==> config.mk <==
export PLATFORM = sky130hd
export DESIGN_NAME = register_file
export DESIGN_NICKNAME = d
export VERILOG_FILES = /design/src/register_file.sv
export SDC_FILE = /design/constraint.sdc
export NUM_CORES = 2
export LEC_CHECK = 0
export BUFFER_PORTS_ARGS = -buffer_cell sky130_fd_sc_hd__buf_2
export CORE_ASPECT_RATIO = 1.5
export CORE_UTILIZATION = 55
export CTS_BUF_LIST = sky130_fd_sc_hd__clkbuf_4 sky130_fd_sc_hd__clkbuf_8
export CTS_CLUSTER_SIZE = 24
export DETAILED_ROUTE_END_ITERATION = 8
export PLACE_DENSITY_LB_ADDON = 0.25
export SKIP_CTS_REPAIR_TIMING = 1
export SYNTH_ARGS = -nofsm -noshare
export SYNTH_HDL_FRONTEND = slang
export SYNTH_SLANG_ARGS = --single-unit
==> constraint.sdc <==
create_clock -name clk -period 3.1 [get_ports clk]
set_input_delay 0.62 -clock clk [delete_from_list [all_inputs] [get_ports clk]]
set_output_delay 0.62 -clock clk [all_outputs]
set_load 0.05 [all_outputs]
==> src/register_file.sv <==
`timescale 1ns/1ps

module register_file (
  input  logic        clk,
  input  logic        reset,
  input  logic [4:0]  rs1,
  input  logic [4:0]  rs2,
  input  logic [4:0]  rd,
  input  logic [31:0] wdata,
  input  logic        we,
  output logic [31:0] rs1_data,
  output logic [31:0] rs2_data
);

  logic [31:0] regs [32];

  always_ff @(posedge clk) begin
    if (reset) begin
      for (int i = 0; i < 32; i++) begin
        regs[i] <= '0;
      end
    end else if (we && rd != '0) begin // x0 stays zero
      regs[rd] <= wdata;
    end
  end

  // no internal bypass, decode muxes the writeback value
  assign rs1_data = regs[rs1];
  assign rs2_data = regs[rs2];

endmodule

==> reports/results.tsv <==
stage	metric	value	unit
outcome	status	finished, violations left	
outcome	failing checks	setup timing	
setup_path	Crit. End Element	output pin	
timing	Max Clk Rate	320	MHz
floorplanning	Rows	142	
setup_path	Worst Setup Start Kind	flip-flop	
placement	Final Wtd Congestion	0.941	
cts	clock sinks	1024	
power	maximum VDD drop	0.483	mV
cts	CTS H-tree lvls	4	
floorplanning	Core Footprint	100000	µm²
floorplanning	Die H	392	µm
global_routing	Remaining Overflow, GRT	0	
final_layout	ratio of cells with drive above 1 in the final layout	0.162	
timing	Post-Route Setup TNS	-23.5	ps
worst_hold_path	HP Class	in2reg	
drt	routed vias	40800	
placement	dpl cells	5921	
timing	Final Setup Violations	1	
final_layout	Post-Layout Cell Count	6206	
timing	post-route minimum period	3120	ps
cts	CTS tree	done	
final_layout	Reg with most FFs	regs	
timing	final slew viol count	0	
cts	root buf cell	clkbuf_8	
setup_path	CP Class	reg2out	
global_routing	largest net degree at the start of global routing	55	
yosys	Synth Cell Area	55900	µm²
yosys	Synth area leaders	edfxtp_1 (55%), mux2i_1 (18%), and2_1 (11%)	
drt	Antenna Violating Nets Remaining	0	
yosys	YS warnings	0	
timing	unrepaired setup endpoints after global routing	true	
drt	drt first pass iters	6	
global_routing	GRT Util Overall	0.366	
setup_path	Worst Path Arrival	2500	ps
yosys	sequential share of the synthesized area	0.550	
final_layout	total area of sequential cells	30700	µm²
timing	Tcrit/Tclk final	1.01	
drt	DRC Markers	0	
yosys	Yosys cell types	29	
global_routing	vias in the first global route	40800	
yosys	Yosys top cell area share	0.550	
timing	hold slack final	246	ps
final_layout	Multi-input gate area	23600	µm²
final_layout	most frequent cells in the layout	mux2i_1 (1024), edfxtp_1 (1024), and2_1 (992)	
final_layout	max FFs per register	1024	
timing	Hold Vio Cnt, Final	0	
drt	initial drt markers	4817	
yosys	dominant cell type by area after synthesis	edfxtp_1	
yosys	flops & latches, synth	1024	
placement	port bufs	113	
placement	DP Wirelength	117000	µm
cts	Longest Clk Path Bufs	3	
final_layout	top flop regs	regs: 1024 flops	
drt	vias per cell	6.57	
final_layout	Fill cells	7605	
yosys	Post-Syn Instances	4605	
timing	min setup slack post-route	-23.5	ps
final_layout	area grow syn2layout	13.8	%
global_routing	number of antenna violations at the first check in global routing	16	
power	pwr/cell area	512	nW/µm²
floorplanning	IO Count	114	
final_layout	final net count	4835	
worst_hold_path	hold depth	2	
job	max_cap viols	0	
cts	Clock transition at path regs	60	ps
drt	Post-Route WL	191000	µm
cts	cts bufs inserted	156	
global_routing	first-pass GRT wire length	271000	µm
timing	Slew @ Worst Pin	910	ps
power	LEAKAGE	25.4	nW
drt	drt wl/cell	30.7	µm
yosys	Avg Synthesized Cell Area	12.1	µm²
floorplanning	die width	262	µm
timing	Max-Slew Margin vs Limit	0.393	
floorplanning	Initial Utilization	0.557	
floorplanning	Die ar.	103000	µm²
setup_path	WP data required	2480	ps
setup_path	Worst Path Max Fanout	2	
==> worst max-delay path: stages (launching register included) <==
cell      delay [ps]
edfxtp_1         360
mux2i_1           80
a22o_1           220
nor3_1           400
a31oi_2          120
nand3_1          140
buf_2            290
==> cell usage after synthesis, drive strengths merged <==
| cell | count |
|---|---|
| nor2b | 5 |
| buf | 212 |
| edfxtp | 1024 |
| nand3 | 194 |
| mux2i | 1024 |
| conb | 1 |
| nor3 | 64 |
| a22o | 128 |
| nand2 | 196 |
| or3b | 2 |
| nand2b | 5 |
| nand3b | 4 |
| and2 | 994 |
| or3 | 2 |
| a21oi | 192 |
| a31oi | 64 |
| clkbuf | 234 |
| a22oi | 192 |
| or2 | 33 |
| nor2 | 35 |
==> stage by stage <==
step,area [µm²],power (W),setup WS (ps),util
after global placement,60200,0.0212,-7.88,0.600
final,63600,0.0326,-23.5,0.634
after CTS,63200,0.0324,-210,0.630
after global routing,63600,0.0334,-61.3,0.634
after detailed placement,60200,0.0213,-23.1,0.600
after floorplan,56000,0.0194,383,-
==> final timing paths <==
path | from | slack (ps) | end
worst max-delay path | regs[2][5] | -20 | rs1_data[5]
worst min-delay path | reset | 250 | regs[0][0]
==> where the power goes <==
group / total, W / internal (W) / switching [W] / leakage [nW]
clock network: 0.0113 / 0.00585 / 0.00549 / 1.59
registers: 0.0164 / 0.0160 / 0.000407 / 9.75
logic: 0.00482 / 0.00173 / 0.00309 / 14.0
==> cell type report <==
class	instances	share of cell area
Tap cell	1296	0.0255
Timing Repair Buffer	437	0.0731
Clock inverter	66	0.00718
Sequential cell	1024	0.483
Multi-Input combinational cell	3166	0.370
Antenna cell	11	0.000433
Clock buffer	206	0.0402
==> kinds of logic (layout without fill, tap and decap cells) <==
| logic type | after synthesis | after routing | synth area share |
|---|---|---|---|
| simple gates | 1534 | 1534 | 0.157 |
| mux | 1024 | 1024 | 0.183 |
| flops | 1024 | 1024 | 0.550 |
| other cells | 1 | 43 | 0.0000671 |
| buf+inv | 446 | 709 | 0.0390 |
| compound gates | 576 | 576 | 0.0702 |
==> per-layer routing <==
metal | wire length (µm) | vias up | share of wire | GRT usage
met5 | 23 | - | 0.00012 | 0
met4 | 13000 | 4 | 0.068 | 0.241
met3 | 19600 | 723 | 0.10 | 0.0912
met2 | 90600 | 2581 | 0.48 | 0.603
met1 | 67400 | 20200 | 0.35 | 0.426
li1 | - | 17200 | - | -
(Power assumes the default switching activity.)
