## config.mk

```make
export PLATFORM = sky130hd
export DESIGN_NAME = decoder
export DESIGN_NICKNAME = d
export VERILOG_FILES = /design/src/rv_isa_pkg.sv /design/src/pipe_pkg.sv /design/src/decoder.sv
export SDC_FILE = /design/constraint.sdc
export NUM_CORES = 1
export LEC_CHECK = 0
export BUFFER_PORTS_ARGS = -buffer_cell sky130_fd_sc_hd__buf_2
export CAP_MARGIN = 30
export CORE_MARGIN = 2
export CORE_UTILIZATION = 31
export DETAILED_ROUTE_END_ITERATION = 6
export PLACE_DENSITY_LB_ADDON = 0.1
export SLEW_MARGIN = 5
export SYNTH_ARGS = -nofsm -noshare
export SYNTH_HDL_FRONTEND = slang
export SYNTH_SLANG_ARGS = --single-unit
```

## constraint.sdc

```tcl
create_clock -name vclk -period 1.81
set_clock_uncertainty 0.1 [all_clocks]
set_input_delay 0.362 -clock vclk [all_inputs]
set_output_delay 0.362 -clock vclk [all_outputs]
set_load 0.02 [all_outputs]
```

## src/rv_isa_pkg.sv

```systemverilog
package rv_isa_pkg;

  // major opcodes
  localparam logic [6:0] op_r      = 7'b0110011;
  localparam logic [6:0] op_imm    = 7'b0010011;
  localparam logic [6:0] op_load   = 7'b0000011;
  localparam logic [6:0] op_store  = 7'b0100011;
  localparam logic [6:0] op_branch = 7'b1100011;
  localparam logic [6:0] op_jal    = 7'b1101111;
  localparam logic [6:0] op_jalr   = 7'b1100111;
  localparam logic [6:0] op_lui    = 7'b0110111;
  localparam logic [6:0] op_system = 7'b1110011;

  // funct3 for arithmetic and logic
  localparam logic [2:0] f3_add_sub = 3'b000;
  localparam logic [2:0] f3_sll     = 3'b001;
  localparam logic [2:0] f3_slt     = 3'b010;
  localparam logic [2:0] f3_xor     = 3'b100;
  localparam logic [2:0] f3_srl     = 3'b101;
  localparam logic [2:0] f3_or      = 3'b110;
  localparam logic [2:0] f3_and     = 3'b111;
  // funct3 for branches
  localparam logic [2:0] f3_beq = 3'b000;
  localparam logic [2:0] f3_bne = 3'b001;
  localparam logic [2:0] f3_blt = 3'b100;
  localparam logic [2:0] f3_bge = 3'b101;

  localparam logic [31:0] nop_word = 32'h0000_0013; // addi x0, x0, 0

  typedef struct packed {
    logic [6:0] funct7;
    logic [4:0] rs2;
    logic [4:0] rs1;
    logic [2:0] funct3;
    logic [4:0] rd;
    logic [6:0] opcode;
  } r_fmt_t;

  typedef struct packed {
    logic [11:0] imm;
    logic [4:0]  rs1;
    logic [2:0]  funct3;
    logic [4:0]  rd;
    logic [6:0]  opcode;
  } i_fmt_t;

  typedef struct packed {
    logic [6:0] imm_hi;
    logic [4:0] rs2;
    logic [4:0] rs1;
    logic [2:0] funct3;
    logic [4:0] imm_lo;
    logic [6:0] opcode;
  } s_fmt_t;

  typedef struct packed {
    logic       imm_12;
    logic [5:0] imm_10_5;
    logic [4:0] rs2;
    logic [4:0] rs1;
    logic [2:0] funct3;
    logic [3:0] imm_4_1;
    logic       imm_11;
    logic [6:0] opcode;
  } b_fmt_t;

  typedef struct packed {
    logic [19:0] imm;
    logic [4:0]  rd;
    logic [6:0]  opcode;
  } u_fmt_t;

  typedef struct packed {
    logic       imm_20;
    logic [9:0] imm_10_1;
    logic       imm_11;
    logic [7:0] imm_19_12;
    logic [4:0] rd;
    logic [6:0] opcode;
  } j_fmt_t;

  // one instruction word, six views
  typedef union packed {
    r_fmt_t r_fmt;
    i_fmt_t i_fmt;
    s_fmt_t s_fmt;
    b_fmt_t b_fmt;
    u_fmt_t u_fmt;
    j_fmt_t j_fmt;
  } inst_t;

  typedef enum logic [3:0] {
    alu_add,
    alu_sub,
    alu_and,
    alu_or,
    alu_xor,
    alu_sll,
    alu_srl,
    alu_slt,
    alu_pass_b  // lui, jal
  } alu_op_e;

endpackage
```

## src/pipe_pkg.sv

```systemverilog
package pipe_pkg;

  // decoded control, all zero is a bubble
  typedef struct packed {
    logic                reg_write;
    logic                mem_read;
    logic                mem_write;
    logic                alu_src;   // b operand from imm
    logic                pc_to_reg; // rd gets pc+4
    logic                is_branch;
    logic                is_jal;
    logic                is_jalr;
    logic                is_ecall;
    rv_isa_pkg::alu_op_e alu_op;
    logic [2:0]          funct3;
  } ctrl_t;

  typedef struct packed {
    ctrl_t       ctrl;
    logic [31:0] pc;
    logic [4:0]  rs1;
    logic [4:0]  rs2;
    logic [31:0] rs1_data;
    logic [31:0] rs2_data;
    logic [31:0] imm;
    logic [4:0]  rd;   // zero when nothing is written
    logic        halt;
  } id_ex_t;

  typedef struct packed {
    logic        reg_write;
    logic        mem_read;
    logic        mem_write;
    logic        pc_to_reg;
    logic [31:0] alu_out;
    logic [31:0] store_data;
    logic [31:0] pc_plus_4;
    logic [4:0]  rd;
    logic        halt;
  } ex_mem_t;

  typedef struct packed {
    logic        reg_write;
    logic [4:0]  rd;
    logic [31:0] wdata;
    logic [31:0] pc;
    logic        halt;
  } mem_wb_t;

  // operand source
  typedef enum logic [1:0] {
    fwd_reg,
    fwd_mem,
    fwd_wb
  } fwd_sel_e;

  // one register write seen at writeback
  typedef struct packed {
    logic        valid;
    logic [31:0] pc;
    logic [4:0]  rd;
    logic [31:0] wdata;
  } retire_t;

endpackage

```

## src/decoder.sv

```systemverilog
`timescale 1ns/1ps

module decoder (
  input  rv_isa_pkg::inst_t inst,
  output pipe_pkg::ctrl_t   ctrl,
  output logic [31:0]       imm
);
  import rv_isa_pkg::*;

  // same funct3 map for register and immediate forms
  function automatic alu_op_e arith_op(input logic [2:0] f3, input logic sub);
    case (f3)
      f3_add_sub: return sub ? alu_sub : alu_add;
      f3_sll:     return alu_sll;
      f3_slt:     return alu_slt;
      f3_xor:     return alu_xor;
      f3_srl:     return alu_srl;
      f3_or:      return alu_or;
      f3_and:     return alu_and;
      default:    return alu_add; // sltu not in subset
    endcase
  endfunction

  always_comb begin
    ctrl = '0;
    imm = '0;
    ctrl.funct3 = inst.r_fmt.funct3;
    case (inst.r_fmt.opcode)
      op_r: begin
        ctrl.reg_write = 1'b1;
        ctrl.alu_op = arith_op(inst.r_fmt.funct3, inst.r_fmt.funct7[5]);
      end
      op_imm: begin
        ctrl.reg_write = 1'b1;
        ctrl.alu_src = 1'b1;
        ctrl.alu_op = arith_op(inst.i_fmt.funct3, 1'b0); // no subi
        imm = {{20{inst.i_fmt.imm[11]}}, inst.i_fmt.imm};
      end
      op_load: begin
        ctrl.reg_write = 1'b1;
        ctrl.mem_read = 1'b1;
        ctrl.alu_src = 1'b1;
        imm = {{20{inst.i_fmt.imm[11]}}, inst.i_fmt.imm};
      end
      op_store: begin
        ctrl.mem_write = 1'b1;
        ctrl.alu_src = 1'b1;
        imm = {{20{inst.s_fmt.imm_hi[6]}}, inst.s_fmt.imm_hi, inst.s_fmt.imm_lo};
      end
      op_branch: begin
        ctrl.is_branch = 1'b1;
        ctrl.alu_op = alu_sub;
        imm = {{19{inst.b_fmt.imm_12}}, inst.b_fmt.imm_12, inst.b_fmt.imm_11,
               inst.b_fmt.imm_10_5, inst.b_fmt.imm_4_1, 1'b0};
      end
      op_jal: begin
        ctrl.reg_write = 1'b1;
        ctrl.pc_to_reg = 1'b1;
        ctrl.is_jal = 1'b1;
        ctrl.alu_src = 1'b1;      // rs2 unused
        ctrl.alu_op = alu_pass_b;
        imm = {{11{inst.j_fmt.imm_20}}, inst.j_fmt.imm_20, inst.j_fmt.imm_19_12,
               inst.j_fmt.imm_11, inst.j_fmt.imm_10_1, 1'b0};
      end
      op_jalr: begin
        ctrl.reg_write = 1'b1;
        ctrl.pc_to_reg = 1'b1;
        ctrl.is_jalr = 1'b1;
        ctrl.alu_src = 1'b1;      // target is rs1 + imm
        imm = {{20{inst.i_fmt.imm[11]}}, inst.i_fmt.imm};
      end
      op_lui: begin
        ctrl.reg_write = 1'b1;
        ctrl.alu_src = 1'b1;
        ctrl.alu_op = alu_pass_b;
        imm = {inst.u_fmt.imm, 12'b0};
      end
      op_system: ctrl.is_ecall = 1'b1; // csr ops not decoded
      default: ;                       // bubble
    endcase
  end

endmodule

```

==> impl_metrics.yaml <==
run_status:
  status: "complete, but fails checks"
  violations: "setup timing"
sta:
  grt_setup_unrepaired: "yes"
  fin_crit_ns: 2.09
  whs_ns: 0.918
  slew_headroom_pct: 77.3
  max_freq_mhz: 477
  fin_ws_ns: -0.285
  min_period_over_period_pct: 116
  report.final.slew_viol_count: 0
  worstMarginPinSlew_ns: 0.340
  setup_viol_count_final: 43
  finalHoldViolCount: 0
worst_setup_path:
  cp-start-kind: "input port"
  slowest_delay_ns: 0.42
  required_ns: 1.35
  crit_family: "compound AO/OA/AOI/OAI gates"
  cp_slowest_cell: "or3b_4"
  critPathMaxFanout: 5
  arrival_ns: 1.63
  path_class: "input port to primary output"
  crit_top_cell: "buf_6"
  cp_cell_sequence: "buf_8 -> or3b_4 -> a211oi_4 -> buf_6 -> a21o_1 -> buf_6"
  critPathBufInv: 3
  crit_path_end_kind: "primary output"
routing:
  via_count: 1353
  antenna_left: 0
  wl_um: 4390
  remaining_drc_errors: 0
  wire_per_inst_um: 18.4
  first_iter_violations: 35
  first_pass_iters: 4
  vias_per_cell: 5.68
global_route:
  grt_first_pass_wirelength_um: 5690
  grt_usage_pct: 28.7
  grt_use_met1_pct: 32.4
  grt_max_degree: 12
  antenna_found_initial: 0
  busiest_layer: "met2"
  use_met2_pct: 54.7
  first_global_vias: 1233
  grt_overflow: 0
  grt_util_met3_pct: 2.42
die:
  die_y_um: 49.6
  die_w_um: 49.6
  rows: 16
  die-area_mm2: 0.00246
  initial_core_util_pct: 32.9
  core-area_mm2: 0.00196
  top_level_ports: 80
placed_design:
  dpl_worst_slack_ns: -0.385
  dpl.hpwl_um: 2300
  place.gp.congestion: 0.857
  dp_cells: 229
  io_buffer_count: 80
cells_and_area:
  register_area_um2: 0
  final_nets: 245
  clkbuf_count: 0
  layout_commonest_cell: "buf_4"
  diodes: 0
  drive_gt1_share_pct: 73.0
  final_cell_mix: "buf_4, buf_6, buf_2, a21o_1"
  n_sequential_cell: 0
  area_growth_pct: 177
  layout.cells.non_filler: 238
job:
  maxCapViolCount: 0
power:
  ir_worst_vdd_mv: 0.138
  powerDensity_mw_per_mm2: 161
  leakage_nw: 1.06
clocking:
  ctsHoldBuffers: 0
yosys:
  seq_area_frac_synth_pct: 0
  yosysUniqueCellTypes: 32
  syn_nets: 134
  syn_area_um2: 646
  yosysWarnings: 0
  syn_avg_cell_area_um2: 6.33
  synthCells: 102
worst_hold_path:
  hold_path.class: "input port to primary output"
[worst min-delay path, delay by kind of cell]
family | cells | cell delay (ns)
and+or+nand+nor | 1 | 0.06
buffers and inverters | 2 | 0.24
[path summary, 6_finish.rpt]
kind / from / endpoint / slack, ns / cells after the start
min: inst[4] / ctrl[14] / 0.92 / 3
max: inst[6] / imm[19] / -0.28 / 6
[area by class of cell]
class	instances	area, um2
multi-input combinational	91	801
inverter	3	11.3
fill	86	173
tap	27	33.8
timing repair buffer	117	943
[synthesized netlist by cell type (2+ instances only)]
master	count	area share [%]
or3_1	2	1.9
nand2_1	8	4.7
buf_2	4	3.1
and2_1	3	2.9
inv_1	3	1.7
buf_4	3	3.5
a21o_1	19	22
o21ai_0	2	1.6
nor3_1	5	3.9
a21oi_1	8	6.2
a22o_1	5	6.8
and3_1	3	2.9
nand3_1	3	2.3
nor2b_1	11	11
nor2_1	6	3.5
[layer usage]
layer  wire length (um)  part of all wire (%)
met1               1590                    36
met2               2330                    53
met3                298                   6.8
met4                179                   4.1
met5                  0                     0
[report_power, final]
part	internal, W	switching [W]	total (W)
logic	0.000140	0.000148	0.000287
registers	0	0	0
clock network	0	0	0
total	0.000140	0.000148	0.000287
[cell families (layout without fill, tap and decap cells)]
| logic type | Yosys count | in the layout | share of synthesized area, % |
|---|---|---|---|
| AND/OR/NAND/NOR | 47 | 47 | 40.1 |
| XOR/XNOR | 1 | 1 | 1.36 |
| multiplexers | 1 | 1 | 1.55 |
| buffers and inverters | 11 | 120 | 8.91 |
| AO/OA/AOI/OAI | 42 | 42 | 48.1 |
[timing repair]
action                     CTS  global route
setup endpoints to repair   41            44
gates cloned                 1             1
pin swaps                   14             6
resized for setup           94            21
setup buffers                4             4
[metrics by stage]
step | util (%) | TNS (ns) | area (um2) | power [W]
floorplan | - | -2.47 | 752 | 0.000108
global placement | 68.1 | -10.59 | 1340 | 0.000206
detailed placement | 68.1 | -11.11 | 1340 | 0.000208
CTS | 86.1 | -4.70 | 1690 | 0.000257
global route | 91.2 | -8.02 | 1790 | 0.000300
finish | 91.2 | -6.98 | 1790 | 0.000287
No activity file was read; power rests on OpenSTA's default activity.
