**src/rv_isa_pkg.sv**
```systemverilog
package rv_isa_pkg;

  // major opcodes
  localparam logic [6:0] op_r      = 7'b0110011;
  localparam logic [6:0] op_imm    = 7'b0010011;
  localparam logic [6:0] op_load   = 7'b0000011;
  localparam logic [6:0] op_store  = 7'b0100011;
  localparam logic [6:0] op_branch = 7'b1100011;
  localparam logic [6:0] op_jal    = 7'b1101111;
  localparam logic [6:0] op_jalr   = 7'b1100111;
  localparam logic [6:0] op_lui    = 7'b0110111;
  localparam logic [6:0] op_system = 7'b1110011;

  // funct3 for arithmetic and logic
  localparam logic [2:0] f3_add_sub = 3'b000;
  localparam logic [2:0] f3_sll     = 3'b001;
  localparam logic [2:0] f3_slt     = 3'b010;
  localparam logic [2:0] f3_xor     = 3'b100;
  localparam logic [2:0] f3_srl     = 3'b101;
  localparam logic [2:0] f3_or      = 3'b110;
  localparam logic [2:0] f3_and     = 3'b111;
  // funct3 for branches
  localparam logic [2:0] f3_beq = 3'b000;
  localparam logic [2:0] f3_bne = 3'b001;
  localparam logic [2:0] f3_blt = 3'b100;
  localparam logic [2:0] f3_bge = 3'b101;

  localparam logic [31:0] nop_word = 32'h0000_0013; // addi x0, x0, 0

  typedef struct packed {
    logic [6:0] funct7;
    logic [4:0] rs2;
    logic [4:0] rs1;
    logic [2:0] funct3;
    logic [4:0] rd;
    logic [6:0] opcode;
  } r_fmt_t;

  typedef struct packed {
    logic [11:0] imm;
    logic [4:0]  rs1;
    logic [2:0]  funct3;
    logic [4:0]  rd;
    logic [6:0]  opcode;
  } i_fmt_t;

  typedef struct packed {
    logic [6:0] imm_hi;
    logic [4:0] rs2;
    logic [4:0] rs1;
    logic [2:0] funct3;
    logic [4:0] imm_lo;
    logic [6:0] opcode;
  } s_fmt_t;

  typedef struct packed {
    logic       imm_12;
    logic [5:0] imm_10_5;
    logic [4:0] rs2;
    logic [4:0] rs1;
    logic [2:0] funct3;
    logic [3:0] imm_4_1;
    logic       imm_11;
    logic [6:0] opcode;
  } b_fmt_t;

  typedef struct packed {
    logic [19:0] imm;
    logic [4:0]  rd;
    logic [6:0]  opcode;
  } u_fmt_t;

  typedef struct packed {
    logic       imm_20;
    logic [9:0] imm_10_1;
    logic       imm_11;
    logic [7:0] imm_19_12;
    logic [4:0] rd;
    logic [6:0] opcode;
  } j_fmt_t;

  // one instruction word, six views
  typedef union packed {
    r_fmt_t r_fmt;
    i_fmt_t i_fmt;
    s_fmt_t s_fmt;
    b_fmt_t b_fmt;
    u_fmt_t u_fmt;
    j_fmt_t j_fmt;
  } inst_t;

  typedef enum logic [3:0] {
    alu_add,
    alu_sub,
    alu_and,
    alu_or,
    alu_xor,
    alu_sll,
    alu_srl,
    alu_slt,
    alu_pass_b  // lui, jal
  } alu_op_e;

endpackage
```
**src/alu.sv**
```systemverilog
`timescale 1ns/1ps

module alu (
  input  rv_isa_pkg::alu_op_e alu_op,
  input  logic [2:0]          funct3,
  input  logic [31:0]         a,
  input  logic [31:0]         b,
  output logic [31:0]         result,
  output logic                bcond
);
  import rv_isa_pkg::*;

  logic lt; // signed, shared by slt and blt/bge

  assign lt = $signed(a) < $signed(b);

  always_comb begin
    case (alu_op)
      alu_add:    result = a + b;
      alu_sub:    result = a - b;
      alu_and:    result = a & b;
      alu_or:     result = a | b;
      alu_xor:    result = a ^ b;
      alu_sll:    result = a << b[4:0];
      alu_srl:    result = a >> b[4:0]; // logical only
      alu_slt:    result = {31'b0, lt};
      alu_pass_b: result = b;
      default:    result = '0;
    endcase
  end

  // branch compare on the same operands
  always_comb begin
    case (funct3)
      f3_beq:  bcond = a == b;
      f3_bne:  bcond = a != b;
      f3_blt:  bcond = lt;
      f3_bge:  bcond = !lt;
      default: bcond = 1'b0;
    endcase
  end

endmodule

```
**config.mk**
```make
export PLATFORM = sky130hd
export DESIGN_NAME = alu
export DESIGN_NICKNAME = d
export VERILOG_FILES = /design/src/rv_isa_pkg.sv /design/src/alu.sv
export SDC_FILE = /design/constraint.sdc
export NUM_CORES = 1
export LEC_CHECK = 0
export ABC_AREA = 1
export BUFFER_PORTS_ARGS = -buffer_cell sky130_fd_sc_hd__buf_2
export CAP_MARGIN = 30
export CORE_UTILIZATION = 30
export DETAILED_ROUTE_END_ITERATION = 10
export PLACE_DENSITY_LB_ADDON = 0.08
export SYNTH_ARGS = -nofsm -noshare
export SYNTH_HDL_FRONTEND = slang
export SYNTH_SLANG_ARGS = --single-unit
```
**constraint.sdc**
```tcl
create_clock -name vclk -period 5.9
set_clock_uncertainty 0.1 [all_clocks]
set_input_delay 0.885 -clock vclk [all_inputs]
set_output_delay 0.885 -clock vclk [all_outputs]
set_load 0.03 [all_outputs]
```
==> key figures, run 1 <==
Critical path
  – Worst Setup Start Kind: input port
  – Worst Setup SP: a[8]
  – Worst setup endpoint: result[0]
  – WP data arrival: 3.56 ns
  – Most common cell on crit path: nand2_1
  – Slowest-stage cell, CP: ha_1
  – CP Cell Sequence: buf_2 > inv_1 > ha_1 > nor2_1 > nand2_1 > nor2_1 > nand2_1 > nand2_1 > nand2_1 > nand2_1 > nand2_1 > nand2_1 > nand3_1 > nand2_1 > buf_2
  – WS Path Type: in -> out
  – CP Capture Type: output pin
  – Required @ worst endpoint: 4.91 ns
  – CP Max Fanout: 9
  – CP max stage delay: 0.53 ns

Layout
  – # diodes: 0
  – Layout Nets: 2237
  – Fill cells: 4036
  – Clock buffers: 0
  – Total area of sequential cells: 0 um2
  – Sequential cell count: 0
  – Layout cells sized above 1: 7.41%
  – Area delta synth->final: 6.50%

STA
  – # setup viols final: 0
  – Setup TNS: 0 ns
  – Max_slew headroom: 40.2%
  – Fmax: 0.220 GHz
  – Setup slack after layout: 1.35 ns
  – Final hold vios: 0
  – Tmin final: 4.55 ns
  – RSZ-0062 raised after global routing: false
  – Hold Slack: 2.11 ns
  – Final Max Slew Viols: 0
  – Crit share post-route: 77.1%
  – Worst Tran Pin Value: 0.895 ns

Power and ir drop
  – Total power: 0.00103 W
  – Seq pwr share: 0%
  – Clock power frac: 0%
  – Pint: 0.000279 W
  – P_leak: 6.05 nW
  – Sw frac: 73.0%
  – Pwr per Cell Area: 96.9 nW/um2
  – VDD IR max: 0.0000318 V
  – Total net switching power: 0.000753 W
  – Comb pwr share: 100.0%

Floorplanning
  – Die width: 185 um
  – Starting Density: 30.6%
  – Die H: 185 um
  – Ports: 104
  – Die area: 34000 um2
  – Core Region: 32600 um2
  – Row count: 66

Global routing
  – Congestion Overflow GR: 0
  – Vias in the first global route: 12837
  – First-pass GRT wire length: 80.3 mm
  – All-Layer GR Usage: 32.0%
  – Initial antenna violation count: 0
  – Largest net degree at the start of global routing: 69

Route
  – Drt total wl: 54.7 mm
  – Via count: 13750
  – Initial DRC count: 1407
  – Pre-antenna DRT Iters: 6
  – DRC violations left: 0
  – Vias per cell: 5.48
  – DRT antenna net count: 0
  – Drt wl/cell: 21.8 um

Job
  – Max Cap Viol: 0

Min path
  – Hold crit path type: in -> out

Synth
  – Cell Area, Synth: 9990 um2
  – Cells after Synth: 2041
  – Post-synth net total: 2211
  – Unique masters post-synth: 41
  – Register area share after synthesis: 0%
  – Synth top area share: 24.2%
  – Area contributors post-synth: nand2_1 (24%), nand3_1 (21%), ha_1 (12%), inv_1 (11%), nor2_1 (6.2%)
  – Synth warn: 0
  – Mean Syn Cell Area: 4.90 um2
  – Cell taking the most area after synthesis: nand2_1

Clocking
  – Cts repair resizes: 0
  – Postcts setup bufs: 0
  – Hold buffers post-CTS: 0

Status
  – Outcome: completed

Placed design
  – GP Congestion: 0.971
  – Post-place setup slack: 1.35 ns
  – Final HPWL DP: 45.9 mm
  – I/O Buffers: 104
==> synth_stat cells (all sizes together) <==
master,instances
nor3,33
and3,7
nand4,30
nand3,414
or2,7
o221ai,2
nor2,171
o21ai,58
nor3b,1
nand2,650
o21bai,10
fa,2
o211ai,18
nand3b,2
a21oi,98
nor4,3
inv,293
ha,97
xor2,3
o21a,10
a21o,1
clkbuf,13
and2,9
o2111ai,3
a21boi,1
o22ai,21
a22oi,1
buf,83
==> cell type report <==
| class | count | area (um2) | share of cell area, % |
|---|---|---|---|
| tap | 442 | 553 | 5.20 |
| timing repair buffer | 120 | 681 | 6.40 |
| multi-input combinational | 1652 | 8310 | 78.1 |
| inverter | 293 | 1100 | 10.4 |
==> kinds of logic (layout without fill, tap and decap cells) <==
group / after synthesis / after routing / synth area share [%]
AND/OR/NAND/NOR: 1327 / 1327 / 57.6
XOR/XNOR: 3 / 3 / 0.263
adder cells (fa/ha/maj): 99 / 99 / 12.5
buffers and inverters: 389 / 413 / 16.9
AO/OA/AOI/OAI: 223 / 223 / 12.8
==> stage by stage <==
step,instance area (um2),instances,util (%)
5_1_grt,10600,2507,32.6
4_1_cts,10600,2507,32.6
3_3_place_gp,10600,2505,32.5
2_1_floorplan,9990,2041,-
6_report,10600,2507,32.6
3_5_place_dp,10600,2507,32.6
==> metal layers <==
layer	global-route usage [%]	up-vias	part of all wire, %
met5	0	-	0
met4	8.40	0	2.9
met3	1.13	69	5.6
met2	53.2	516	46
met1	44.8	6496	46
li1	-	6669	-
==> worst max-delay path: cells and delay by family <==
kind	cells	cell delay, ns
adders and majority gates	1	0.53
buffers and inverters	3	0.47
and+or+nand+nor	11	1.67
==> power by group through the flow <==
stage	combinational, W	sequential [W]	clock, W
floorplan	0.000680	0	0
global placement	0.00101	0	0
detailed placement	0.00101	0	0
CTS	0.00101	0	0
global route	0.00113	0	0
finish	0.00103	0	0
==> placed cells by master, fill, tap and decap left out, drive strengths merged, types with 3 or more instances in the layout <==
cell type  instances
nand2            650
nand3            414
inv              293
nor2             171
buf              120
a21oi             98
ha                97
o21ai             58
nor3              33
nand4             30
o22ai             21
o211ai            18
o21a              10
o21bai            10
and2               9
and3               7
or2                7
xor2               3
nor4               3
o2111ai            3
==> worst min-delay path by stage <==
stage / start / endpoint / slack (ns) / depth (start not counted)
global route: funct3[0] / bcond / 2.18 / 5
detailed placement: funct3[0] / bcond / 2.11 / 5
CTS: funct3[0] / bcond / 2.11 / 5
global placement: funct3[2] / bcond / 2.10 / 5
floorplan: alu_op[1] / result[0] / 1.99 / 4
finish: funct3[0] / bcond / 2.11 / 5
(Power assumes the default switching activity.)
==> run 2, diff against run 1 <==
==> constraint.sdc (replaced) <==
create_clock -name vclk -period 4.4
set_clock_uncertainty 0.1 [all_clocks]
set_input_delay 0.66 -clock vclk [all_inputs]
set_output_delay 0.66 -clock vclk [all_outputs]
set_load 0.03 [all_outputs]
==> key figures, run 2 (same netlist as run 1, synthesis figures left out) <==
Global routing
  – First-pass GRT wire length: 81.5 mm
  – Initial antenna violation count: 2
  – All-Layer GR Usage: 32.6%
  – Largest net degree at the start of global routing: 68
  – Congestion Overflow GR: 0
  – Vias in the first global route: 12770

Critical path
  – WP data arrival: 3.35 ns
  – Required @ worst endpoint: 3.64 ns
  – WS Path Type: in -> out
  – CP Capture Type: output pin
  – Worst Setup Start Kind: input port
  – CP Max Fanout: 7

Clocking
  – Hold buffers post-CTS: 0
  – Cts repair resizes: 0
  – Postcts setup bufs: 0

Floorplanning
  – Die H: 185 um
  – Core Region: 32600 um2
  – Row count: 66
  – Die width: 185 um
  – Starting Density: 30.6%
  – Ports: 104
  – Die area: 34000 um2

Placed design
  – Final HPWL DP: 47.0 mm
  – GP Congestion: 0.998
  – Post-place setup slack: 0.359 ns
  – I/O Buffers: 104

STA
  – Final Max Slew Viols: 0
  – # setup viols final: 0
  – Worst Tran Pin Value: 0.948 ns
  – Tmin final: 4.11 ns
  – Max_slew headroom: 36.7%
  – Setup TNS: 0 ns
  – Crit share post-route: 93.5%
  – Setup slack after layout: 0.287 ns
  – Fmax: 0.243 GHz
  – Final hold vios: 0
  – RSZ-0062 raised after global routing: false

Layout
  – Sequential cell count: 0
  – Area delta synth->final: 8.03%
  – Layout cells sized above 1: 8.39%
  – Total area of sequential cells: 0 um2
  – Clock buffers: 0
  – Commonest non-fill, non-tap cells in the layout: nand2_1 (644), nand3_1 (414), inv_1 (284)
  – Layout Nets: 2259
  – Leading cell type in the layout, fill and taps excluded: nand2_1

Route
  – Vias per cell: 5.44
  – Initial DRC count: 1418
  – DRT antenna net count: 0
  – Pre-antenna DRT Iters: 6
  – Drt total wl: 56.0 mm
  – DRC violations left: 0
  – Via count: 13752
  – Drt wl/cell: 22.1 um

Job
  – Max Cap Viol: 0

Power and ir drop
  – VDD IR max: 0.0000433 V
  – Pwr per Cell Area: 131 nW/um2
  – Total power: 0.00141 W
  – P_leak: 6.15 nW

Status
  – Outcome: completed

Min path
  – Hold crit path type: in -> out
[run 2: changes by cell type in the layout (fill, tap and decap cells not counted), sizes merged]
| cell | before | now |
|---|---|---|
| buf | 120 | 142 |
| diode | 0 | 1 |
[run 2: final cells by class]
type | instances | area (um2)
timing repair buffer | 142 | 831
tap | 442 | 553
antenna | 1 | 2.50
inverter | 293 | 1100
fill | 3930 | 21800
multi-input combinational | 1652 | 8310
[run 2: worst max-delay path, stage by stage]
cell	delay (ns)
buf_2	0.20
inv_2	0.14
ha_1	0.43
nor2_1	0.28
nand2_1	0.14
nor4_1	0.67
nand3_1	0.28
a21oi_1	0.18
o21ai_0	0.09
nand3_1	0.08
buf_2	0.19
[run 2: path summary, 6_finish.rpt]
kind | startpoint | end | cells after the start
setup / recovery | b[4] | bcond | 11
hold / removal | funct3[0] | bcond | 5
[run 2: power breakdown]
part	internal (W)	total [W]	switching (W)	leakage, nW
sequential	0	0	0	0
clock	0.0000000000152	0.0000000000152	0	0.00000634
combinational	0.000392	0.00141	0.00102	6.15
total	0.000392	0.00141	0.00102	6.15
[run 2: per-layer routing]
| metal | GRT usage [%] | wire [um] | up-vias |
|---|---|---|---|
| met5 | 0 | 11 | - |
| met4 | 4.80 | 918 | 2 |
| met3 | 1.56 | 3820 | 46 |
| met2 | 53.7 | 25300 | 562 |
| met1 | 47.1 | 26000 | 6439 |
| li1 | - | - | 6703 |
[run 2: through the flow]
step	cell area, um2	cells	util [%]	hold slack [ns]
finish	10800	2530	33.1	1.65
global route	10800	2529	33.1	1.67
CTS	10800	2529	33.1	1.65
detailed placement	10800	2529	33.1	1.65
global placement	10800	2529	33.1	1.65
floorplan	9990	2041	-	1.54
