**src/rv_isa_pkg.sv**
```systemverilog
package rv_isa_pkg;

  // major opcodes
  localparam logic [6:0] op_r      = 7'b0110011;
  localparam logic [6:0] op_imm    = 7'b0010011;
  localparam logic [6:0] op_load   = 7'b0000011;
  localparam logic [6:0] op_store  = 7'b0100011;
  localparam logic [6:0] op_branch = 7'b1100011;
  localparam logic [6:0] op_jal    = 7'b1101111;
  localparam logic [6:0] op_jalr   = 7'b1100111;
  localparam logic [6:0] op_lui    = 7'b0110111;
  localparam logic [6:0] op_system = 7'b1110011;

  // funct3 for arithmetic and logic
  localparam logic [2:0] f3_add_sub = 3'b000;
  localparam logic [2:0] f3_sll     = 3'b001;
  localparam logic [2:0] f3_slt     = 3'b010;
  localparam logic [2:0] f3_xor     = 3'b100;
  localparam logic [2:0] f3_srl     = 3'b101;
  localparam logic [2:0] f3_or      = 3'b110;
  localparam logic [2:0] f3_and     = 3'b111;
  // funct3 for branches
  localparam logic [2:0] f3_beq = 3'b000;
  localparam logic [2:0] f3_bne = 3'b001;
  localparam logic [2:0] f3_blt = 3'b100;
  localparam logic [2:0] f3_bge = 3'b101;

  localparam logic [31:0] nop_word = 32'h0000_0013; // addi x0, x0, 0

  typedef struct packed {
    logic [6:0] funct7;
    logic [4:0] rs2;
    logic [4:0] rs1;
    logic [2:0] funct3;
    logic [4:0] rd;
    logic [6:0] opcode;
  } r_fmt_t;

  typedef struct packed {
    logic [11:0] imm;
    logic [4:0]  rs1;
    logic [2:0]  funct3;
    logic [4:0]  rd;
    logic [6:0]  opcode;
  } i_fmt_t;

  typedef struct packed {
    logic [6:0] imm_hi;
    logic [4:0] rs2;
    logic [4:0] rs1;
    logic [2:0] funct3;
    logic [4:0] imm_lo;
    logic [6:0] opcode;
  } s_fmt_t;

  typedef struct packed {
    logic       imm_12;
    logic [5:0] imm_10_5;
    logic [4:0] rs2;
    logic [4:0] rs1;
    logic [2:0] funct3;
    logic [3:0] imm_4_1;
    logic       imm_11;
    logic [6:0] opcode;
  } b_fmt_t;

  typedef struct packed {
    logic [19:0] imm;
    logic [4:0]  rd;
    logic [6:0]  opcode;
  } u_fmt_t;

  typedef struct packed {
    logic       imm_20;
    logic [9:0] imm_10_1;
    logic       imm_11;
    logic [7:0] imm_19_12;
    logic [4:0] rd;
    logic [6:0] opcode;
  } j_fmt_t;

  // one instruction word, six views
  typedef union packed {
    r_fmt_t r_fmt;
    i_fmt_t i_fmt;
    s_fmt_t s_fmt;
    b_fmt_t b_fmt;
    u_fmt_t u_fmt;
    j_fmt_t j_fmt;
  } inst_t;

  typedef enum logic [3:0] {
    alu_add,
    alu_sub,
    alu_and,
    alu_or,
    alu_xor,
    alu_sll,
    alu_srl,
    alu_slt,
    alu_pass_b  // lui, jal
  } alu_op_e;

endpackage
```
**src/pipe_pkg.sv**
```systemverilog
package pipe_pkg;

  // decoded control, all zero is a bubble
  typedef struct packed {
    logic                reg_write;
    logic                mem_read;
    logic                mem_write;
    logic                alu_src;   // b operand from imm
    logic                pc_to_reg; // rd gets pc+4
    logic                is_branch;
    logic                is_jal;
    logic                is_jalr;
    logic                is_ecall;
    rv_isa_pkg::alu_op_e alu_op;
    logic [2:0]          funct3;
  } ctrl_t;

  typedef struct packed {
    ctrl_t       ctrl;
    logic [31:0] pc;
    logic [4:0]  rs1;
    logic [4:0]  rs2;
    logic [31:0] rs1_data;
    logic [31:0] rs2_data;
    logic [31:0] imm;
    logic [4:0]  rd;   // zero when nothing is written
    logic        halt;
  } id_ex_t;

  typedef struct packed {
    logic        reg_write;
    logic        mem_read;
    logic        mem_write;
    logic        pc_to_reg;
    logic [31:0] alu_out;
    logic [31:0] store_data;
    logic [31:0] pc_plus_4;
    logic [4:0]  rd;
    logic        halt;
  } ex_mem_t;

  typedef struct packed {
    logic        reg_write;
    logic [4:0]  rd;
    logic [31:0] wdata;
    logic [31:0] pc;
    logic        halt;
  } mem_wb_t;

  // operand source
  typedef enum logic [1:0] {
    fwd_reg,
    fwd_mem,
    fwd_wb
  } fwd_sel_e;

  // one register write seen at writeback
  typedef struct packed {
    logic        valid;
    logic [31:0] pc;
    logic [4:0]  rd;
    logic [31:0] wdata;
  } retire_t;

endpackage

```
**src/hazard_unit.sv**
```systemverilog
`timescale 1ns/1ps

module hazard_unit (
  input  logic [4:0]         id_rs1,
  input  logic [4:0]         id_rs2,
  input  logic               id_is_ecall,
  input  logic [4:0]         ex_rs1,
  input  logic [4:0]         ex_rs2,
  input  logic [4:0]         ex_rd,
  input  logic               ex_mem_read,
  input  pipe_pkg::ex_mem_t  ex_mem,
  input  pipe_pkg::mem_wb_t  mem_wb,
  output logic               stall,
  output pipe_pkg::fwd_sel_e fwd_a,
  output pipe_pkg::fwd_sel_e fwd_b,
  output pipe_pkg::fwd_sel_e id_byp_a,
  output pipe_pkg::fwd_sel_e id_byp_b
);
  import pipe_pkg::*;

  logic load_use;
  logic ecall_wait;

  // youngest writer wins and x0 never matches
  function automatic fwd_sel_e pick_src(input logic [4:0] rs, input logic use_mem);
    if (rs == '0) return fwd_reg;
    if (use_mem && ex_mem.reg_write && ex_mem.rd == rs) return fwd_mem;
    if (mem_wb.reg_write && mem_wb.rd == rs) return fwd_wb;
    return fwd_reg;
  endfunction

  always_comb begin
    fwd_a = pick_src(ex_rs1, 1'b1);
    fwd_b = pick_src(ex_rs2, 1'b1);
    id_byp_a = pick_src(id_rs1, id_is_ecall); // mem path only for ecall
    id_byp_b = pick_src(id_rs2, 1'b0);
    // load in execute feeding decode
    load_use = ex_mem_read && ex_rd != '0 && (ex_rd == id_rs1 || ex_rd == id_rs2);
    // ecall needs x17 settled in decode
    ecall_wait = id_is_ecall && id_rs1 != '0 &&
                 (ex_rd == id_rs1 || (ex_mem.mem_read && ex_mem.rd == id_rs1));
    stall = load_use || ecall_wait;
  end

endmodule

```
**config.mk**
```make
export PLATFORM = sky130hd
export DESIGN_NAME = hazard_unit
export DESIGN_NICKNAME = d
export VERILOG_FILES = /design/src/rv_isa_pkg.sv /design/src/pipe_pkg.sv /design/src/hazard_unit.sv
export SDC_FILE = /design/constraint.sdc
export NUM_CORES = 1
export LEC_CHECK = 0
export CORE_AREA = 2 2 82 84
export DETAILED_ROUTE_END_ITERATION = 6
export DIE_AREA = 0 0 84 86
export DONT_BUFFER_PORTS = 1
export GPL_TIMING_DRIVEN = 0
export SLEW_MARGIN = 40
export SYNTH_ARGS = -nofsm -noshare
export SYNTH_HDL_FRONTEND = slang
export SYNTH_SLANG_ARGS = --single-unit
```
**constraint.sdc**
```tcl
create_clock -name vclk -period 1.8
set_input_delay 0.27 -clock vclk [all_inputs]
set_output_delay 0.27 -clock vclk [all_outputs]
set_load 0.005 [all_outputs]
```
==> flow_metrics.tcl, run 1 <==
set metrics [dict create \
    rsz0062_at_grt "false" \
    intPower_mw 0.0720 \
    ys_types 23 \
    min_period_ps 1500 \
    drive_gt1_share_pct 8.70 \
    powerDensity_nw_per_um2 166 \
    cts_resized 0 \
    coreArea_um2 6280 \
    drt_iter0_markers 28 \
    worstHoldPathType "in -> out" \
    num_antenna_cells 0 \
    cp.required_ps 1530 \
    setup_violations 0 \
    fin_crit_sh_pct 83.3 \
    grt_pass1_wl_um 3790 \
    cp_slowest_cell "nor4_1" \
    end_kind "output pin" \
    fmax_mhz 667 \
    drv_cap 0 \
    die_x_um 84 \
    synth_nets 296 \
    pwr-share-comb_pct 100.0 \
    drv_slew 0 \
    dp_slack_ps 307 \
    syn2layout_area_growth_pct 14.5 \
    final_common_cell "xor2_1" \
    p_sw_mw 0.0544 \
    p_sw_share_pct 43.0 \
    met1_usage_pct 10.1 \
    cellLeakagePower_nw 0.239 \
    row_count 29 \
    ir_worst_vdd_v 0.0000779 \
    regArea_um2 0 \
    seq_cells 0 \
    synthCells 92 \
    busiest_layer "met2" \
    finalWeightedCongestion 0.670 \
    hold_viol 0 \
    seq_power_share_pct 0 \
    drcViolationCount 0 \
    grt_usage_pct 6.80 \
    finalInstanceArea_um2 761 \
    grt_overflow 0 \
    antenna_found_initial 0 \
    worstSetupPathType "in -> out" \
    drtAntennaViolNets 0 \
    path_cells "clkbuf_2 > nor3_1 > a21oi_1 > nor4_1 > and3_1" \
    cp_data_arrival_time_ps 1230 \
    start_util_pct 10.6 \
    avgSynthCellArea_um2 7.22 \
    finalSetupTns_ps 0 \
    yosysWarnings 0 \
    hold_path_depth 2 \
    totalWireLength_um 2630 \
    status "finished clean" \
    cts_setup_buffers 0 \
    nets 298 \
    via_per_inst 3.85 \
    multi_input_area_um2 622 \
    setup.worst_path.end "id_byp_b[1]" \
    clkbuf_count 0 \
    nFillCells 724 \
    ys_seq_area_share_pct 0 \
    design.die.area_um2 7220 \
    syn-cell-area_um2 664 \
    grt_max_degree 8 \
    vias 650 \
    layout_common_cells "xor2_1 (24), xnor2_1 (18), nor3_1 (6)" \
    grt_use_met2_pct 10.8 \
    startpoint "mem_wb[69]" \
    drtPass1Iterations 4 \
    crit_fanout 5 \
    pwr-share-clk_pct 0 \
    grt_pass1_vias 642 \
    cts_hold_buf 0 \
    dpl_cell_area_um2 761 \
    wl_per_cell_um 15.5 \
    slowest_delay_ps 300 \
    startpoint_type "primary input" \
    num_io_pins 213 \
    setup_ws_ps 300 \
    port_buffers 0 \
    die_y_um 86 \
    use_met3_pct 1.44 \
]
critical path: cells and delay by family:
kind,cells,cell delay (ps)
AOI/OAI and AO/OA,1,50
buffers and inverters,1,170
and+or+nand+nor,3,740
cells by family (layout without fill, tap and decap cells):
group / Yosys count / after routing / share of synthesized area, %
AOI/OAI and AO/OA: 10 / 10 / 9.41
and+or+nand+nor: 33 / 33 / 28.2
buffers and inverters: 6 / 6 / 6.40
other: 1 / 1 / 0.564
xor gates and xnor gates: 42 / 42 / 55.4
area by class of cell:
| type | count | area share (%) |
|---|---|---|
| buffer | 6 | 5.59 |
| multi-input combinational | 86 | 81.7 |
| tap | 77 | 12.7 |
how the worst min path moves through the flow:
stage	slack, ps	start	to
6_report	630	mem_wb[70]	id_byp_a[1]
5_1_grt	650	mem_wb[70]	id_byp_a[1]
4_1_cts	640	mem_wb[70]	id_byp_a[1]
3_5_place_dp	640	mem_wb[70]	id_byp_a[1]
3_3_place_gp	630	mem_wb[70]	id_byp_a[1]
2_1_floorplan	620	mem_wb[70]	id_byp_a[1]
Yosys cell counts (2+ instances only):
| library cell | n | area (um^2) |
|---|---|---|
| xor2_1 | 24 | 210 |
| xnor2_1 | 18 | 158 |
| nor3_1 | 6 | 30.0 |
| buf_4 | 5 | 37.5 |
| nand2_1 | 5 | 18.8 |
| nand3_1 | 5 | 25.0 |
| nor2_1 | 4 | 15.0 |
| and3_1 | 3 | 18.8 |
| nor4_1 | 3 | 18.8 |
| or4_1 | 3 | 22.5 |
| a211oi_1 | 2 | 15.0 |
| a21oi_1 | 2 | 10.0 |
| o21a_1 | 2 | 15.0 |
metrics by stage:
step / util (%) / cells / total power, mW / hold slack, ps
2_1_floorplan: - / 92 / 0.110 / 623
3_3_place_gp: 12.1 / 169 / 0.124 / 633
3_5_place_dp: 12.1 / 169 / 0.127 / 635
4_1_cts: 12.1 / 169 / 0.127 / 635
5_1_grt: 12.1 / 169 / 0.141 / 654
6_report: 12.1 / 169 / 0.126 / 634
per-layer routing:
| metal | vias up | share of wire, % |
|---|---|---|
| met4 | 0 | 0 |
| li1 | 317 | - |
| met1 | 284 | 46 |
| met3 | 0 | 11 |
| met2 | 49 | 42 |
| met5 | - | 0 |
power groups by stage:
stage	sequential [mW]	clock [mW]	combinational [mW]
after detailed placement	0	0	0.127
after global placement	0	0	0.124
after floorplan	0	0	0.110
final	0	0	0.126
after global routing	0	0	0.141
after CTS	0	0	0.127
Note: power is estimated with default switching activity, not from simulation.
==> run 2, diff against run 1 <==
- clock period: 1.8 -> 1.49 ns (I/O delays scaled with it)
==> run 2 against run 1 <==
Net effect: worst hold slack got worse by 93 ps; critical endpoint is now fwd_b[1]; routed wire length is 0.53% higher; first-iteration DRC count is 21% lower; combinational power increased by 22%; global-route usage did not move; core utilization up 0.080 points; critical path type unchanged; sequential cell count did not move; total power increased by 22%; cell area rose by 0.66%; critical path depth is the same; cell count stayed put; clock-buffer cell count unchanged.
==> flow_metrics.tcl, run 2 (synthesized netlist as in run 1, its figures left out) <==
set metrics [dict create \
    worstHoldPathType "in -> out" \
    clkbuf_count 0 \
    worstSetupPathType "in -> out" \
    finalSetupTns_ps 0 \
    seq_power_share_pct 0 \
    grt_overflow 0 \
    coreArea_um2 6280 \
    die_y_um 86 \
    syn2layout_area_growth_pct 15.3 \
    drv_slew 0 \
    drtAntennaViolNets 0 \
    final_common_cell "xor2_1" \
    grt_max_degree 8 \
    drv_cap 0 \
    p_sw_share_pct 43.4 \
    path_cells "clkbuf_2 > xor2_1 > nor3_1 > nand3_1 > a211oi_1" \
    min_period_ps 1350 \
    antenna_found_initial 0 \
    powerDensity_nw_per_um2 202 \
    regArea_um2 0 \
    drt_iter0_markers 22 \
    grt_pass1_vias 642 \
    ir_worst_vdd_v 0.0000939 \
    startpoint "mem_wb[69]" \
    finalWeightedCongestion 0.670 \
    cp.required_ps 1270 \
    setup.worst_path.end "fwd_b[1]" \
    cp_slowest_cell "a211oi_1" \
    end_kind "output pin" \
    fin_crit_sh_pct 90.8 \
    p_sw_mw 0.0671 \
    grt_pass1_wl_um 3790 \
    port_buffers 0 \
    design.die.area_um2 7220 \
    slowest_delay_ps 280 \
    row_count 29 \
    grt_usage_pct 6.80 \
    hold_path_depth 2 \
    cp_data_arrival_time_ps 1130 \
    placed_cells 169 \
    num_io_pins 213 \
    pwr-share-clk_pct 0 \
    start_util_pct 10.6 \
    status "finished clean" \
    setup_violations 0 \
    pwr-share-comb_pct 100.0 \
    intPower_mw 0.0873 \
    rsz0062_at_grt "false" \
    drive_gt1_share_pct 9.78 \
    seq_cells 0 \
    totalWireLength_um 2640 \
    cts_setup_buffers 0 \
    nets 298 \
    instances_no_fill 169 \
    cellLeakagePower_nw 0.240 \
    hold_viol 0 \
    num_antenna_cells 0 \
    layout_common_cells "xor2_1 (24), xnor2_1 (18)" \
    wl_per_cell_um 15.6 \
    fmax_mhz 740 \
    vias 652 \
    via_per_inst 3.86 \
    drcViolationCount 0 \
    die_x_um 84 \
    nFillCells 724 \
    startpoint_type "primary input" \
    drtPass1Iterations 4 \
    crit_fanout 5 \
]
[run 2: cell counts in the layout (fill, tap and decap cells not counted)]
Identical to the previous run, type by type.
[run 2: routing by layer]
metal | vias to the layer above | global-route usage [%] | wire length [um]
li1 | 317 | - | -
met4 | 0 | 0 | 0
met3 | 0 | 1.44 | 295
met1 | 286 | 10.1 | 1240
met5 | - | 0 | 0
met2 | 49 | 10.8 | 1110
[run 2: power groups by stage]
stage                     Combinational [mW]  Sequential [mW]  Clock [mW]
after CTS                              0.154                0           0
after detailed placement               0.153                0           0
after global routing                   0.171                0           0
after floorplan                        0.133                0           0
after global placement                 0.150                0           0
final                                  0.154                0           0
[run 2: area by class of cell]
cell class | count | area [um^2] | area share (%)
multi-input combinational | 86 | 627 | 81.9
buffer | 6 | 42.5 | 5.56
tap | 77 | 96.3 | 12.6
[run 2: worst min path at each step]
stage                  end        from
4_1_cts        id_byp_a[1]  mem_wb[70]
6_report       id_byp_a[1]  mem_wb[70]
2_1_floorplan  id_byp_a[1]  mem_wb[70]
3_3_place_gp   id_byp_a[1]  mem_wb[70]
3_5_place_dp   id_byp_a[1]  mem_wb[70]
5_1_grt        id_byp_a[1]  mem_wb[70]
[run 2: critical path, delay by kind of cell]
kind            cells  cell delay, ps
simple gates        2             280
compound gates      1             280
xor+xnor            1             170
buf+inv             1             170
[run 2: through the flow]
| step | worst slack, ps | total power [mW] | util (%) | area [um^2] | hold WS (ps) |
|---|---|---|---|---|---|
| floorplan | 256 | 0.133 | - | 664 | 530 |
| global placement | 87.6 | 0.150 | 12.1 | 761 | 540 |
| detailed placement | 90.5 | 0.153 | 12.1 | 761 | 542 |
| CTS | 83.3 | 0.154 | 12.1 | 761 | 542 |
| global route | 51.0 | 0.171 | 12.2 | 766 | 561 |
| finish | 138 | 0.154 | 12.2 | 766 | 542 |
[run 2: timing repair]
action | in CTS | in global routing
setup endpoints to repair | 0 | 3
resized for setup | 0 | 1
hold buffers | 0 | 0
